## config.mk

```make
export PLATFORM = sky130hd
export DESIGN_NAME = router_stat_top
export DESIGN_NICKNAME = d
export VERILOG_FILES = /design/src/design/router_stat_pkg.sv /design/src/design/port_stat_counters.sv /design/src/design/router_stat_regs.sv /design/src/design/router_stat_top.sv
export SDC_FILE = /design/constraint.sdc
export NUM_CORES = 2
export LEC_CHECK = 0
export ABC_AREA = 1
export BUFFER_PORTS_ARGS = -buffer_cell sky130_fd_sc_hd__buf_2
export CAP_MARGIN = 10
export CORE_MARGIN = 2
export CORE_UTILIZATION = 40
export CTS_CLUSTER_DIAMETER = 100
export CTS_CLUSTER_SIZE = 8
export DETAILED_ROUTE_END_ITERATION = 8
export PLACE_DENSITY = 0.62
export SYNTH_ARGS = -nofsm -noshare
export SYNTH_HDL_FRONTEND = slang
export SYNTH_SLANG_ARGS = --single-unit
```

## constraint.sdc

```tcl
create_clock -name core_clk_ifc -period 11.9 [get_ports core_clk_ifc]
set_clock_uncertainty 0.15 [all_clocks]
set_input_delay 1.785 -clock core_clk_ifc [delete_from_list [all_inputs] [get_ports core_clk_ifc]]
set_output_delay 1.785 -clock core_clk_ifc [all_outputs]
set_load 0.1 [all_outputs]
```

## src/design/router_stat_pkg.sv

```systemverilog
/* Register map, bus types and port counts for the router statistics block.
   Word address is the byte address divided by four; counter order is pkt, byte, err, drop */
package router_stat_pkg;

    // Port counts
    localparam int ING_NUM_PORTS  = 4;
    localparam int EGR_NUM_PORTS  = 2;
    localparam int CNTRS_PER_PORT = 4;   // Packets, bytes, errors, drops

    // Bus types
    typedef logic [7:0]  bus_addr_t;     // Byte address
    typedef logic [31:0] bus_data_t;
    typedef logic [3:0]  bus_be_t;
    typedef logic [1:0]  bus_resp_t;

    localparam bus_resp_t RESP_OKAY        = 2'd0;
    localparam bus_resp_t RESP_SLAVE_ERROR = 2'd2;

    // Counter types
    typedef logic [15:0] pkt_len_t;
    typedef logic [31:0] ing_cnt_t;
    typedef logic [23:0] egr_cnt_t;      // Wraps at 24 bits, zero-extended on read
    typedef logic [31:0] drop_cnt_t;

    // Version word fields, packed major, minor, id from the top
    localparam logic [15:0] MODULE_ID     = 16'h5a17;
    localparam logic [7:0]  VERSION_MAJOR = 8'd1;
    localparam logic [7:0]  VERSION_MINOR = 8'd0;
    localparam bus_data_t   VERSION_WORD  = {VERSION_MAJOR, VERSION_MINOR, MODULE_ID};

    //////////////////////////////////////////////////////////////////////////////
    // Word addresses
    localparam int ADDR_VERSION_ID         = 0;
    localparam int ADDR_NUM_REGS           = 1;
    localparam int ADDR_SCRATCH            = 2;
    localparam int ADDR_ING_ENABLE_CON     = 3;
    localparam int ADDR_EGR_ENABLE_CON     = 4;
    localparam int ADDR_ING_STAT           = 5;
    localparam int ADDR_EGR_STAT           = 6;
    localparam int ADDR_ING_COUNTER_CON    = 7;
    localparam int ADDR_EGR_COUNTER_CON    = 8;
    localparam int ADDR_ING_COUNTERS_START = 9;
    localparam int ADDR_EGR_COUNTERS_START =
        ADDR_ING_COUNTERS_START + CNTRS_PER_PORT * ING_NUM_PORTS;
    localparam int TOTAL_REGS =
        ADDR_EGR_COUNTERS_START + CNTRS_PER_PORT * EGR_NUM_PORTS;

    // Counter register file, indexed from the ingress bank start
    localparam int CNT_REGS    = TOTAL_REGS - ADDR_ING_COUNTERS_START;
    localparam int EGR_CNT_OFS = ADDR_EGR_COUNTERS_START - ADDR_ING_COUNTERS_START;

endpackage

```

## src/design/port_stat_counters.sv

```systemverilog
/* Per-port packet, byte and error counters; counts wrap at the width of cnt_t.
   A clear in the same cycle as a packet restarts the count with that packet */
`timescale 1ns/10ps

module port_stat_counters #(
    parameter int  num_ports = 4,
    parameter type cnt_t     = logic [31:0]
) (
    input  logic                     core_clk_ifc,
    input  logic                     peripheral_sresetn_core,
    input  logic [num_ports-1:0]     enable,
    input  logic [num_ports-1:0]     pkt_done,
    input  logic [num_ports-1:0]     pkt_err,
    input  logic [num_ports-1:0]     cnt_clear,
    input  router_stat_pkg::pkt_len_t pkt_len [num_ports],
    output cnt_t                     pkt_cnt  [num_ports],
    output cnt_t                     byte_cnt [num_ports],
    output cnt_t                     err_cnt  [num_ports]
);

    logic [num_ports-1:0] pkt_hit;       // Packet seen on an enabled port
    logic [num_ports-1:0] err_hit;

    assign pkt_hit = enable & pkt_done;
    assign err_hit = pkt_hit & pkt_err;

    always_ff @(posedge core_clk_ifc) begin
        if (!peripheral_sresetn_core) begin
            for (int p = 0; p < num_ports; p++) begin
                pkt_cnt[p]  <= '0;
                byte_cnt[p] <= '0;
                err_cnt[p]  <= '0;
            end
        end else begin
            for (int p = 0; p < num_ports; p++) begin
                if (cnt_clear[p]) begin
                    // Restart from this cycle's packet, if any
                    pkt_cnt[p]  <= cnt_t'(pkt_hit[p]);
                    byte_cnt[p] <= pkt_hit[p] ? cnt_t'(pkt_len[p]) : '0;
                    err_cnt[p]  <= cnt_t'(err_hit[p]);
                end else if (pkt_hit[p]) begin
                    pkt_cnt[p]  <= pkt_cnt[p] + cnt_t'(1);
                    byte_cnt[p] <= byte_cnt[p] + cnt_t'(pkt_len[p]);   // Wraps
                    err_cnt[p]  <= err_cnt[p] + cnt_t'(pkt_err[p]);
                end
            end
        end
    end

endmodule

```

## src/design/router_stat_regs.sv

```systemverilog
/* Single-word register block, one request per cycle, no back-pressure on responses.
   A counter-control bit must return to 0 before it can trigger the next snapshot */
`timescale 1ns/10ps

module router_stat_regs (
    input  logic                          core_clk_ifc,
    input  logic                          peripheral_sresetn_core,

    input  router_stat_pkg::bus_addr_t    address,
    input  logic                          write,
    input  router_stat_pkg::bus_data_t    writedata,
    input  router_stat_pkg::bus_be_t      byteenable,
    input  logic                          read,
    output logic                          waitrequest,
    output router_stat_pkg::bus_data_t    readdata,
    output logic                          readdatavalid,
    output logic                          writeresponsevalid,
    output router_stat_pkg::bus_resp_t    response,

    output logic [router_stat_pkg::ING_NUM_PORTS-1:0] ing_enable,
    output logic [router_stat_pkg::ING_NUM_PORTS-1:0] ing_clear,
    input  router_stat_pkg::ing_cnt_t     ing_pkt_cnt  [router_stat_pkg::ING_NUM_PORTS],
    input  router_stat_pkg::ing_cnt_t     ing_byte_cnt [router_stat_pkg::ING_NUM_PORTS],
    input  router_stat_pkg::ing_cnt_t     ing_err_cnt  [router_stat_pkg::ING_NUM_PORTS],
    input  logic [router_stat_pkg::ING_NUM_PORTS-1:0] ing_connected,
    input  logic [router_stat_pkg::ING_NUM_PORTS-1:0] ing_buf_full_drop,

    output logic [router_stat_pkg::EGR_NUM_PORTS-1:0] egr_enable,
    output logic [router_stat_pkg::EGR_NUM_PORTS-1:0] egr_clear,
    input  router_stat_pkg::egr_cnt_t     egr_pkt_cnt  [router_stat_pkg::EGR_NUM_PORTS],
    input  router_stat_pkg::egr_cnt_t     egr_byte_cnt [router_stat_pkg::EGR_NUM_PORTS],
    input  router_stat_pkg::egr_cnt_t     egr_err_cnt  [router_stat_pkg::EGR_NUM_PORTS],
    input  logic [router_stat_pkg::EGR_NUM_PORTS-1:0] egr_connected,
    input  logic [router_stat_pkg::EGR_NUM_PORTS-1:0] egr_buf_full_drop
);

    import router_stat_pkg::*;

    logic [5:0] word_addr;
    logic       wr_acc;
    logic       rd_acc;
    logic       addr_bad;
    bus_data_t  rd_data;                 // Current value at word_addr
    bus_data_t  wr_merged;
    bus_data_t  scratch;

    logic [ING_NUM_PORTS-1:0] ing_enable_con, ing_cnt_con, ing_stat;
    logic [ING_NUM_PORTS-1:0] ing_sample, ing_sample_d;
    logic [EGR_NUM_PORTS-1:0] egr_enable_con, egr_cnt_con, egr_stat;
    logic [EGR_NUM_PORTS-1:0] egr_sample, egr_sample_d;

    bus_data_t cnt_regs     [CNT_REGS];  // Snapshot registers, both banks
    drop_cnt_t ing_drop_cnt [ING_NUM_PORTS];
    drop_cnt_t egr_drop_cnt [EGR_NUM_PORTS];

    function automatic bus_data_t lane_merge(bus_data_t old_word, bus_data_t new_word,
                                             bus_be_t be);
        bus_data_t merged;
        merged = old_word;
        for (int b = 0; b < $bits(bus_be_t); b++) begin
            if (be[b]) begin
                merged[8*b +: 8] = new_word[8*b +: 8];
            end
        end
        return merged;
    endfunction

    ////////////////////////////////////////////////////////////////////////////
    // Bus decode

    assign word_addr = address[7:2];
    assign wr_acc    = write & ~waitrequest;
    assign rd_acc    = read & ~waitrequest;
    assign addr_bad  = word_addr >= TOTAL_REGS;
    assign wr_merged = lane_merge(rd_data, writedata, byteenable);

    always_comb begin
        rd_data = '0;                    // Undefined words read as zero
        case (word_addr)
            ADDR_VERSION_ID:      rd_data = VERSION_WORD;
            ADDR_NUM_REGS:        rd_data = bus_data_t'(TOTAL_REGS);
            ADDR_SCRATCH:         rd_data = scratch;
            ADDR_ING_ENABLE_CON:  rd_data = bus_data_t'(ing_enable_con);
            ADDR_EGR_ENABLE_CON:  rd_data = bus_data_t'(egr_enable_con);
            ADDR_ING_STAT:        rd_data = bus_data_t'(ing_stat);
            ADDR_EGR_STAT:        rd_data = bus_data_t'(egr_stat);
            ADDR_ING_COUNTER_CON: rd_data = bus_data_t'(ing_cnt_con);
            ADDR_EGR_COUNTER_CON: rd_data = bus_data_t'(egr_cnt_con);
            default: begin
                if (!addr_bad) begin
                    rd_data = cnt_regs[word_addr - ADDR_ING_COUNTERS_START];
                end
            end
        endcase
    end

    always_ff @(posedge core_clk_ifc) begin
        if (!peripheral_sresetn_core) begin
            waitrequest        <= 1'b1;
            readdatavalid      <= 1'b0;
            writeresponsevalid <= 1'b0;
        end else begin
            waitrequest        <= 1'b0;
            readdatavalid      <= rd_acc;
            writeresponsevalid <= wr_acc;
        end
    end

    always_ff @(posedge core_clk_ifc) begin
        if (wr_acc | rd_acc) begin
            response <= addr_bad ? RESP_SLAVE_ERROR : RESP_OKAY;
        end
        if (rd_acc) begin
            readdata <= rd_data;
        end
    end

    ////////////////////////////////////////////////////////////////////////////
    // Writable registers

    always_ff @(posedge core_clk_ifc) begin
        if (!peripheral_sresetn_core) begin
            scratch        <= '0;
            ing_enable_con <= '1;
            egr_enable_con <= '1;
            ing_cnt_con    <= '0;
            egr_cnt_con    <= '0;
        end else if (wr_acc) begin
            case (word_addr)
                ADDR_SCRATCH:         scratch        <= wr_merged;
                ADDR_ING_ENABLE_CON:  ing_enable_con <= wr_merged[ING_NUM_PORTS-1:0];
                ADDR_EGR_ENABLE_CON:  egr_enable_con <= wr_merged[EGR_NUM_PORTS-1:0];
                ADDR_ING_COUNTER_CON: ing_cnt_con    <= wr_merged[ING_NUM_PORTS-1:0];
                ADDR_EGR_COUNTER_CON: egr_cnt_con    <= wr_merged[EGR_NUM_PORTS-1:0];
                default: ;                       // Read-only or undefined
            endcase
        end
    end

    // Enables, status and snapshot request pipeline
    always_ff @(posedge core_clk_ifc) begin
        if (!peripheral_sresetn_core) begin
            ing_enable   <= '1;
            egr_enable   <= '1;
            ing_stat     <= '0;
            egr_stat     <= '0;
            ing_sample   <= '0;
            ing_sample_d <= '0;
            egr_sample   <= '0;
            egr_sample_d <= '0;
        end else begin
            ing_enable   <= ing_enable_con;
            egr_enable   <= egr_enable_con;
            ing_stat     <= ing_connected;
            egr_stat     <= egr_connected;
            ing_sample   <= ing_cnt_con;
            ing_sample_d <= ing_sample;
            egr_sample   <= egr_cnt_con;
            egr_sample_d <= egr_sample;
        end
    end

    // Rising edge of the sampled control bit, counters clear on the snapshot edge
    assign ing_clear = ing_sample & ~ing_sample_d;
    assign egr_clear = egr_sample & ~egr_sample_d;

    ////////////////////////////////////////////////////////////////////////////
    // Snapshot and drop counting

    always_ff @(posedge core_clk_ifc) begin
        if (!peripheral_sresetn_core) begin
            for (int i = 0; i < CNT_REGS; i++) begin
                cnt_regs[i] <= '0;
            end
            for (int p = 0; p < ING_NUM_PORTS; p++) begin
                ing_drop_cnt[p] <= '0;
            end
            for (int p = 0; p < EGR_NUM_PORTS; p++) begin
                egr_drop_cnt[p] <= '0;
            end
        end else begin
            for (int p = 0; p < ING_NUM_PORTS; p++) begin
                if (ing_clear[p]) begin
                    cnt_regs[CNTRS_PER_PORT*p]     <= ing_pkt_cnt[p];
                    cnt_regs[CNTRS_PER_PORT*p + 1] <= ing_byte_cnt[p];
                    cnt_regs[CNTRS_PER_PORT*p + 2] <= ing_err_cnt[p];
                    cnt_regs[CNTRS_PER_PORT*p + 3] <= ing_drop_cnt[p];
                    ing_drop_cnt[p] <= drop_cnt_t'(ing_buf_full_drop[p]);
                end else if (ing_buf_full_drop[p]) begin   // Counted even when disabled
                    ing_drop_cnt[p] <= ing_drop_cnt[p] + drop_cnt_t'(1);
                end
            end
            for (int p = 0; p < EGR_NUM_PORTS; p++) begin
                if (egr_clear[p]) begin
                    cnt_regs[EGR_CNT_OFS + CNTRS_PER_PORT*p]     <= bus_data_t'(egr_pkt_cnt[p]);
                    cnt_regs[EGR_CNT_OFS + CNTRS_PER_PORT*p + 1] <= bus_data_t'(egr_byte_cnt[p]);
                    cnt_regs[EGR_CNT_OFS + CNTRS_PER_PORT*p + 2] <= bus_data_t'(egr_err_cnt[p]);
                    cnt_regs[EGR_CNT_OFS + CNTRS_PER_PORT*p + 3] <= egr_drop_cnt[p];
                    egr_drop_cnt[p] <= drop_cnt_t'(egr_buf_full_drop[p]);
                end else if (egr_buf_full_drop[p]) begin
                    egr_drop_cnt[p] <= egr_drop_cnt[p] + drop_cnt_t'(1);
                end
            end
        end
    end

endmodule

```

## src/design/router_stat_top.sv

```systemverilog
/* Router statistics top: ingress and egress counter banks behind one register block.
   Single clock and reset; port strobes are one cycle wide */
`timescale 1ns/10ps

module router_stat_top (
    input  logic                          core_clk_ifc,
    input  logic                          peripheral_sresetn_core,

    input  router_stat_pkg::bus_addr_t    address,
    input  logic                          write,
    input  router_stat_pkg::bus_data_t    writedata,
    input  router_stat_pkg::bus_be_t      byteenable,
    input  logic                          read,
    output logic                          waitrequest,
    output router_stat_pkg::bus_data_t    readdata,
    output logic                          readdatavalid,
    output logic                          writeresponsevalid,
    output router_stat_pkg::bus_resp_t    response,

    input  logic [router_stat_pkg::ING_NUM_PORTS-1:0] ing_pkt_done,
    input  router_stat_pkg::pkt_len_t     ing_pkt_len [router_stat_pkg::ING_NUM_PORTS],
    input  logic [router_stat_pkg::ING_NUM_PORTS-1:0] ing_pkt_err,
    input  logic [router_stat_pkg::ING_NUM_PORTS-1:0] ing_connected,
    input  logic [router_stat_pkg::ING_NUM_PORTS-1:0] ing_buf_full_drop,

    input  logic [router_stat_pkg::EGR_NUM_PORTS-1:0] egr_pkt_done,
    input  router_stat_pkg::pkt_len_t     egr_pkt_len [router_stat_pkg::EGR_NUM_PORTS],
    input  logic [router_stat_pkg::EGR_NUM_PORTS-1:0] egr_pkt_err,
    input  logic [router_stat_pkg::EGR_NUM_PORTS-1:0] egr_connected,
    input  logic [router_stat_pkg::EGR_NUM_PORTS-1:0] egr_buf_full_drop
);

    import router_stat_pkg::*;

    logic [ING_NUM_PORTS-1:0] ing_enable, ing_clear;
    logic [EGR_NUM_PORTS-1:0] egr_enable, egr_clear;

    ing_cnt_t ing_pkt_cnt [ING_NUM_PORTS];
    ing_cnt_t ing_byte_cnt [ING_NUM_PORTS];
    ing_cnt_t ing_err_cnt [ING_NUM_PORTS];
    egr_cnt_t egr_pkt_cnt [EGR_NUM_PORTS];
    egr_cnt_t egr_byte_cnt [EGR_NUM_PORTS];
    egr_cnt_t egr_err_cnt [EGR_NUM_PORTS];

    port_stat_counters #(
        .num_ports (ING_NUM_PORTS),
        .cnt_t     (ing_cnt_t)
    ) i_ing_counters (
        .core_clk_ifc            (core_clk_ifc),
        .peripheral_sresetn_core (peripheral_sresetn_core),
        .enable                  (ing_enable),
        .pkt_done                (ing_pkt_done),
        .pkt_err                 (ing_pkt_err),
        .cnt_clear               (ing_clear),
        .pkt_len                 (ing_pkt_len),
        .pkt_cnt                 (ing_pkt_cnt),
        .byte_cnt                (ing_byte_cnt),
        .err_cnt                 (ing_err_cnt)
    );

    port_stat_counters #(
        .num_ports (EGR_NUM_PORTS),
        .cnt_t     (egr_cnt_t)               // 24-bit egress counters
    ) i_egr_counters (
        .core_clk_ifc            (core_clk_ifc),
        .peripheral_sresetn_core (peripheral_sresetn_core),
        .enable                  (egr_enable),
        .pkt_done                (egr_pkt_done),
        .pkt_err                 (egr_pkt_err),
        .cnt_clear               (egr_clear),
        .pkt_len                 (egr_pkt_len),
        .pkt_cnt                 (egr_pkt_cnt),
        .byte_cnt                (egr_byte_cnt),
        .err_cnt                 (egr_err_cnt)
    );

    router_stat_regs i_regs (
        .core_clk_ifc            (core_clk_ifc),
        .peripheral_sresetn_core (peripheral_sresetn_core),
        .address                 (address),
        .write                   (write),
        .writedata               (writedata),
        .byteenable              (byteenable),
        .read                    (read),
        .waitrequest             (waitrequest),
        .readdata                (readdata),
        .readdatavalid           (readdatavalid),
        .writeresponsevalid      (writeresponsevalid),
        .response                (response),
        .ing_enable              (ing_enable),
        .ing_clear               (ing_clear),
        .ing_pkt_cnt             (ing_pkt_cnt),
        .ing_byte_cnt            (ing_byte_cnt),
        .ing_err_cnt             (ing_err_cnt),
        .ing_connected           (ing_connected),
        .ing_buf_full_drop       (ing_buf_full_drop),
        .egr_enable              (egr_enable),
        .egr_clear               (egr_clear),
        .egr_pkt_cnt             (egr_pkt_cnt),
        .egr_byte_cnt            (egr_byte_cnt),
        .egr_err_cnt             (egr_err_cnt),
        .egr_connected           (egr_connected),
        .egr_buf_full_drop       (egr_buf_full_drop)
    );

endmodule

```

==> metrics.md <==
| Metric | Value |
|---|---|
| Run status | complete, no violations |
| Die footprint | 202000 um2 |
| Clk_lat worst skew | between 0.8 and 0.9 ns |
| Maximum Capacitance Violations | 0 |
| Pwr Total | approximately 13 mW |
| Top cell family by delay on the critical path | buffers and inverters |
| Gr usage total | a little under a quarter |
| CTS Buf Count | 212 |
| Max Clock Freq | between 150 and 200 MHz |
| Synth Warn # | 0 |
| Initial Util | roughly two fifths |
| Hold Buf Count CTS | 0 |
| Crit share post-route | between 40 and 50% |
| DRC | 0 |
| Number of flops mapped to enable cells by yosys | 945 |
| WHS | about 0.28 ns |
| Multiplexer area fraction after synthesis | less than 1% |
| Final antenna-violating net count | 0 |
| Post-Synth XOR/XNOR Area | under 10% |
| Die X | about 450 um |
| Syn_area_per_cell | between 7 and 8 um2 |
| Clk sink count | 1544 |
| Final setup violation count | 0 |
| Worst slew pin tran | 1.11 ns |
| Filler cells | 19600 |
| Post-synthesis compound-gate area fraction | slightly above 7% |
| Required time worst endpoint | between 10 and 15 ns |
| Seq/Total Area, Yosys | between 50% and 60% |
| CP Class | in -> reg |
| Routed wire per std cell | 17.9 um |
| Crit path max fanout | between 70 and 80 |
| PwrDens | ~150 nW/um2 |
| Cell repeated most along the worst path | nand3_1 |
| Remaining Overflow, GRT | 0 |
| Largest cells by area after synthesis | edfxtp_1 (36%), dfxtp_1 (15%), nand2_1 (11%) |
| Max Root-Sink Buffers | 3 |
| Mapped Area | between 70000 and 80000 um2 |
| GPL Wtd Cong | between 0.9 and 1 |
| Placed Cells | 12600 |
| DR vias/cell | between 5 and 6 |
| Slowest cell on crit path | buf_4 |
| Netlist cell types | 63 |
| First-pass GRT wire length | 363000 um |
| CP Capture Type | register |
| Num ports | between 200 and 250 |
| Clock Pin Slew Worst Setup and Hold Paths | roughly 0.060 ns |
| Dpl hpwl | between 150000 and 200000 um |
| Nets | about 10000 |
| Post-Synthesis Cells | just over 10000 |
| Largest net degree at the start of global routing | between 100 and 150 |
| CTS HTree Levels | 4 |
| Die Y | 449 um |
| Syn nets | 10400 |
| Worst min path class | reg -> reg |
| Count of pins over their slew limit | 0 |
| Simple-Gate Fraction of Synth Area | approximately 30% |
| Root Buffer Master | clkbuf_16 |
| Endpoints failing hold | 0 |
| Static Leak | between 30 and 40 nW |
| PostCTS Resize Cnt | 0 |
| Core area | just under 200000 um2 |
| Worst path arrival time | roughly 6.0 ns |
| Post-route cell area | 88900 um2 |
| Startpoint Class | input pin |
| Cells along the critical path | buf_8 > buf_4 > buf_4 > buf_4 > nand2_1 > nand3_1 > nand3_1 > nand3_1 > nand2_1 > nand2_1 > nand3_1 > nand3_1 > nand2_1 > a21oi_1 |
| Buf/Inv on CP | 4 |
| Setup repair bufs after CTS | 0 |
| Primary FF master, synth | edfxtp_1 |
| Largest family of logic cells by synthesized area | simple AND/OR/NAND/NOR gates |
| Setup TNS | 0 ns |
| Number of global-route vias before repair | 64100 |
| CTS tree | built |
| Peak per-stage delay on the critical path | slightly below 0.8 ns |
| Largest area contributor in the netlist | edfxtp_1 |
| Final wirelength | between 200000 and 250000 um |
| Layout cell share with drive strength beyond 1 | 6.49% |
| FP Rows | approximately 160 |
| RSZ-0062 raised after global routing | no |
| Shortest period the worst path allows | roughly 5.3 ns |
| 1st-pass router iterations | 6 |
| Post-synth ARST share | 0% |
| Synth Area in Adders | around 2.1% |
| 1st-iter DRT viols | 6900 |
| Top-area cell type share of the netlist area | a little over a third |
| Synth-to-layout area growth | 12.1% |
| Yosys reg bits | around 1500 |
| Maximum vdd drop | 0.156 mV |
| Fin cells | 13000 |
| Port bufs | ~200 |
| Dpl cell area | 82700 um2 |
| Max_slew headroom | roughly a quarter |
| Via Count | between 60000 and 70000 |
| Initial antenna violation count | 14 |
worst min-delay path, stage by stage, from the launching register on:
cell and delay [ns]:
dfxtp_1 0.31, nand2_1 0.05, inv_1 0.03
layer usage:
metal / GRT usage, % / vias up / part of all wire, %
met5: 0 / - / 0.018
met3: 3.17 / 380 / 6.4
met4: 9.86 / 6 / 4.4
met1: 31.1 / 32200 / 44
met2: 35.2 / 2114 / 45
li1: - / 33400 / -
synthesized netlist by cell type, drive strengths merged (2+ instances only):
cell type / count
o21a: 16
nand2: 2438
nand3: 1053
nor3: 278
xor2: 156
a41oi: 3
nor3b: 44
inv: 1262
o31ai: 5
and3: 3
a31o: 2
o211a: 4
and2: 2
fa: 6
a21o: 17
o211ai: 40
a21oi: 603
a31oi: 3
ha: 124
nor4: 61
o21bai: 29
o21ai: 312
edfxtp: 945
xnor2: 32
buf: 149
nand3b: 8
or2: 61
dfxtp: 599
clkbuf: 227
a21boi: 3
o22ai: 9
nand4: 167
clkinv: 2
a211oi: 13
nor2: 1385
cell usage in the layout, fill, tap and decap left out, types with 32 or more instances in the layout:
cell	count
nand2_1	2426
nor2_1	1329
inv_1	1240
nand3_1	1047
edfxtp_1	945
a21oi_1	603
dfxtp_1	599
o21ai_0	306
nor3_1	263
clkbuf_16	212
buf_2	199
clkbuf_1	173
nand4_1	166
xor2_1	155
ha_1	123
buf_4	64
nor4_1	58
or2_2	56
nor2_2	45
nor3b_1	44
o211ai_1	40
xnor2_1	32
stage by stage:
step	util, %	worst slack, ns
after global routing	45.1	6.41
after detailed placement	41.9	5.79
after global placement	41.9	5.85
after floorplan	-	5.16
after CTS	45.1	6.70
final	45.1	6.57
power breakdown:
part           internal (mW)  leakage [nW]  switching [mW]
Clock                   3.35          2.93            2.37
Combinational          0.377          16.5           0.999
Sequential              5.87          14.8           0.126
logic make-up after synthesis:
kind of cell	Yosys count
XOR/XNOR	188
other	1
AO/OA/AOI/OAI	1063
AND/OR/NAND/NOR	5503
flip-flops	1544
multiplexers	1
adder cells (fa/ha/maj)	130
buffers and inverters	1640
path summary, 6_finish.rpt:
check                                                startpoint                                  end  slack, ns  cells after the start
worst min register to register  i_regs.egr_sample[1]$_SDFF_PN0_    i_regs.egr_sample_d[1]$_SDFF_PN0_       0.28                      2
worst max-delay path                                 address[2]      i_regs.scratch[31]$_SDFFE_PN0P_       6.57                     14
worst min-delay path            i_regs.egr_sample[1]$_SDFF_PN0_    i_regs.egr_sample_d[1]$_SDFF_PN0_       0.28                      2
worst max register to register  i_regs.ing_sample[0]$_SDFF_PN0_  i_regs.cnt_regs[1][8]$_SDFFCE_PN0P_       8.34                      7
final cells by class:
cell class	instances	area, um2	share of cell area [%]
inverter	1264	4790	5.38
timing repair buffer	267	1550	1.74
multi-input combinational	6886	32700	36.8
sequential	1544	40400	45.4
antenna	7	17.5	0.0197
tap	2640	3300	3.71
clock inverter	17	248	0.279
clock buffer	385	5950	6.69
registers in the layout (all words and copies together), names as in the netlist, 32 cells and up:
name,flops
i_egr_counters.pkt_cnt,48
i_regs.ing_drop_cnt,128
i_regs.scratch,32
i_ing_counters.err_cnt,128
i_ing_counters.byte_cnt,128
i_egr_counters.err_cnt,48
i_regs.egr_drop_cnt,64
i_regs.readdata,32
i_ing_counters.pkt_cnt,128
i_egr_counters.byte_cnt,48
i_regs.cnt_regs,720
(Power assumes the default switching activity.)
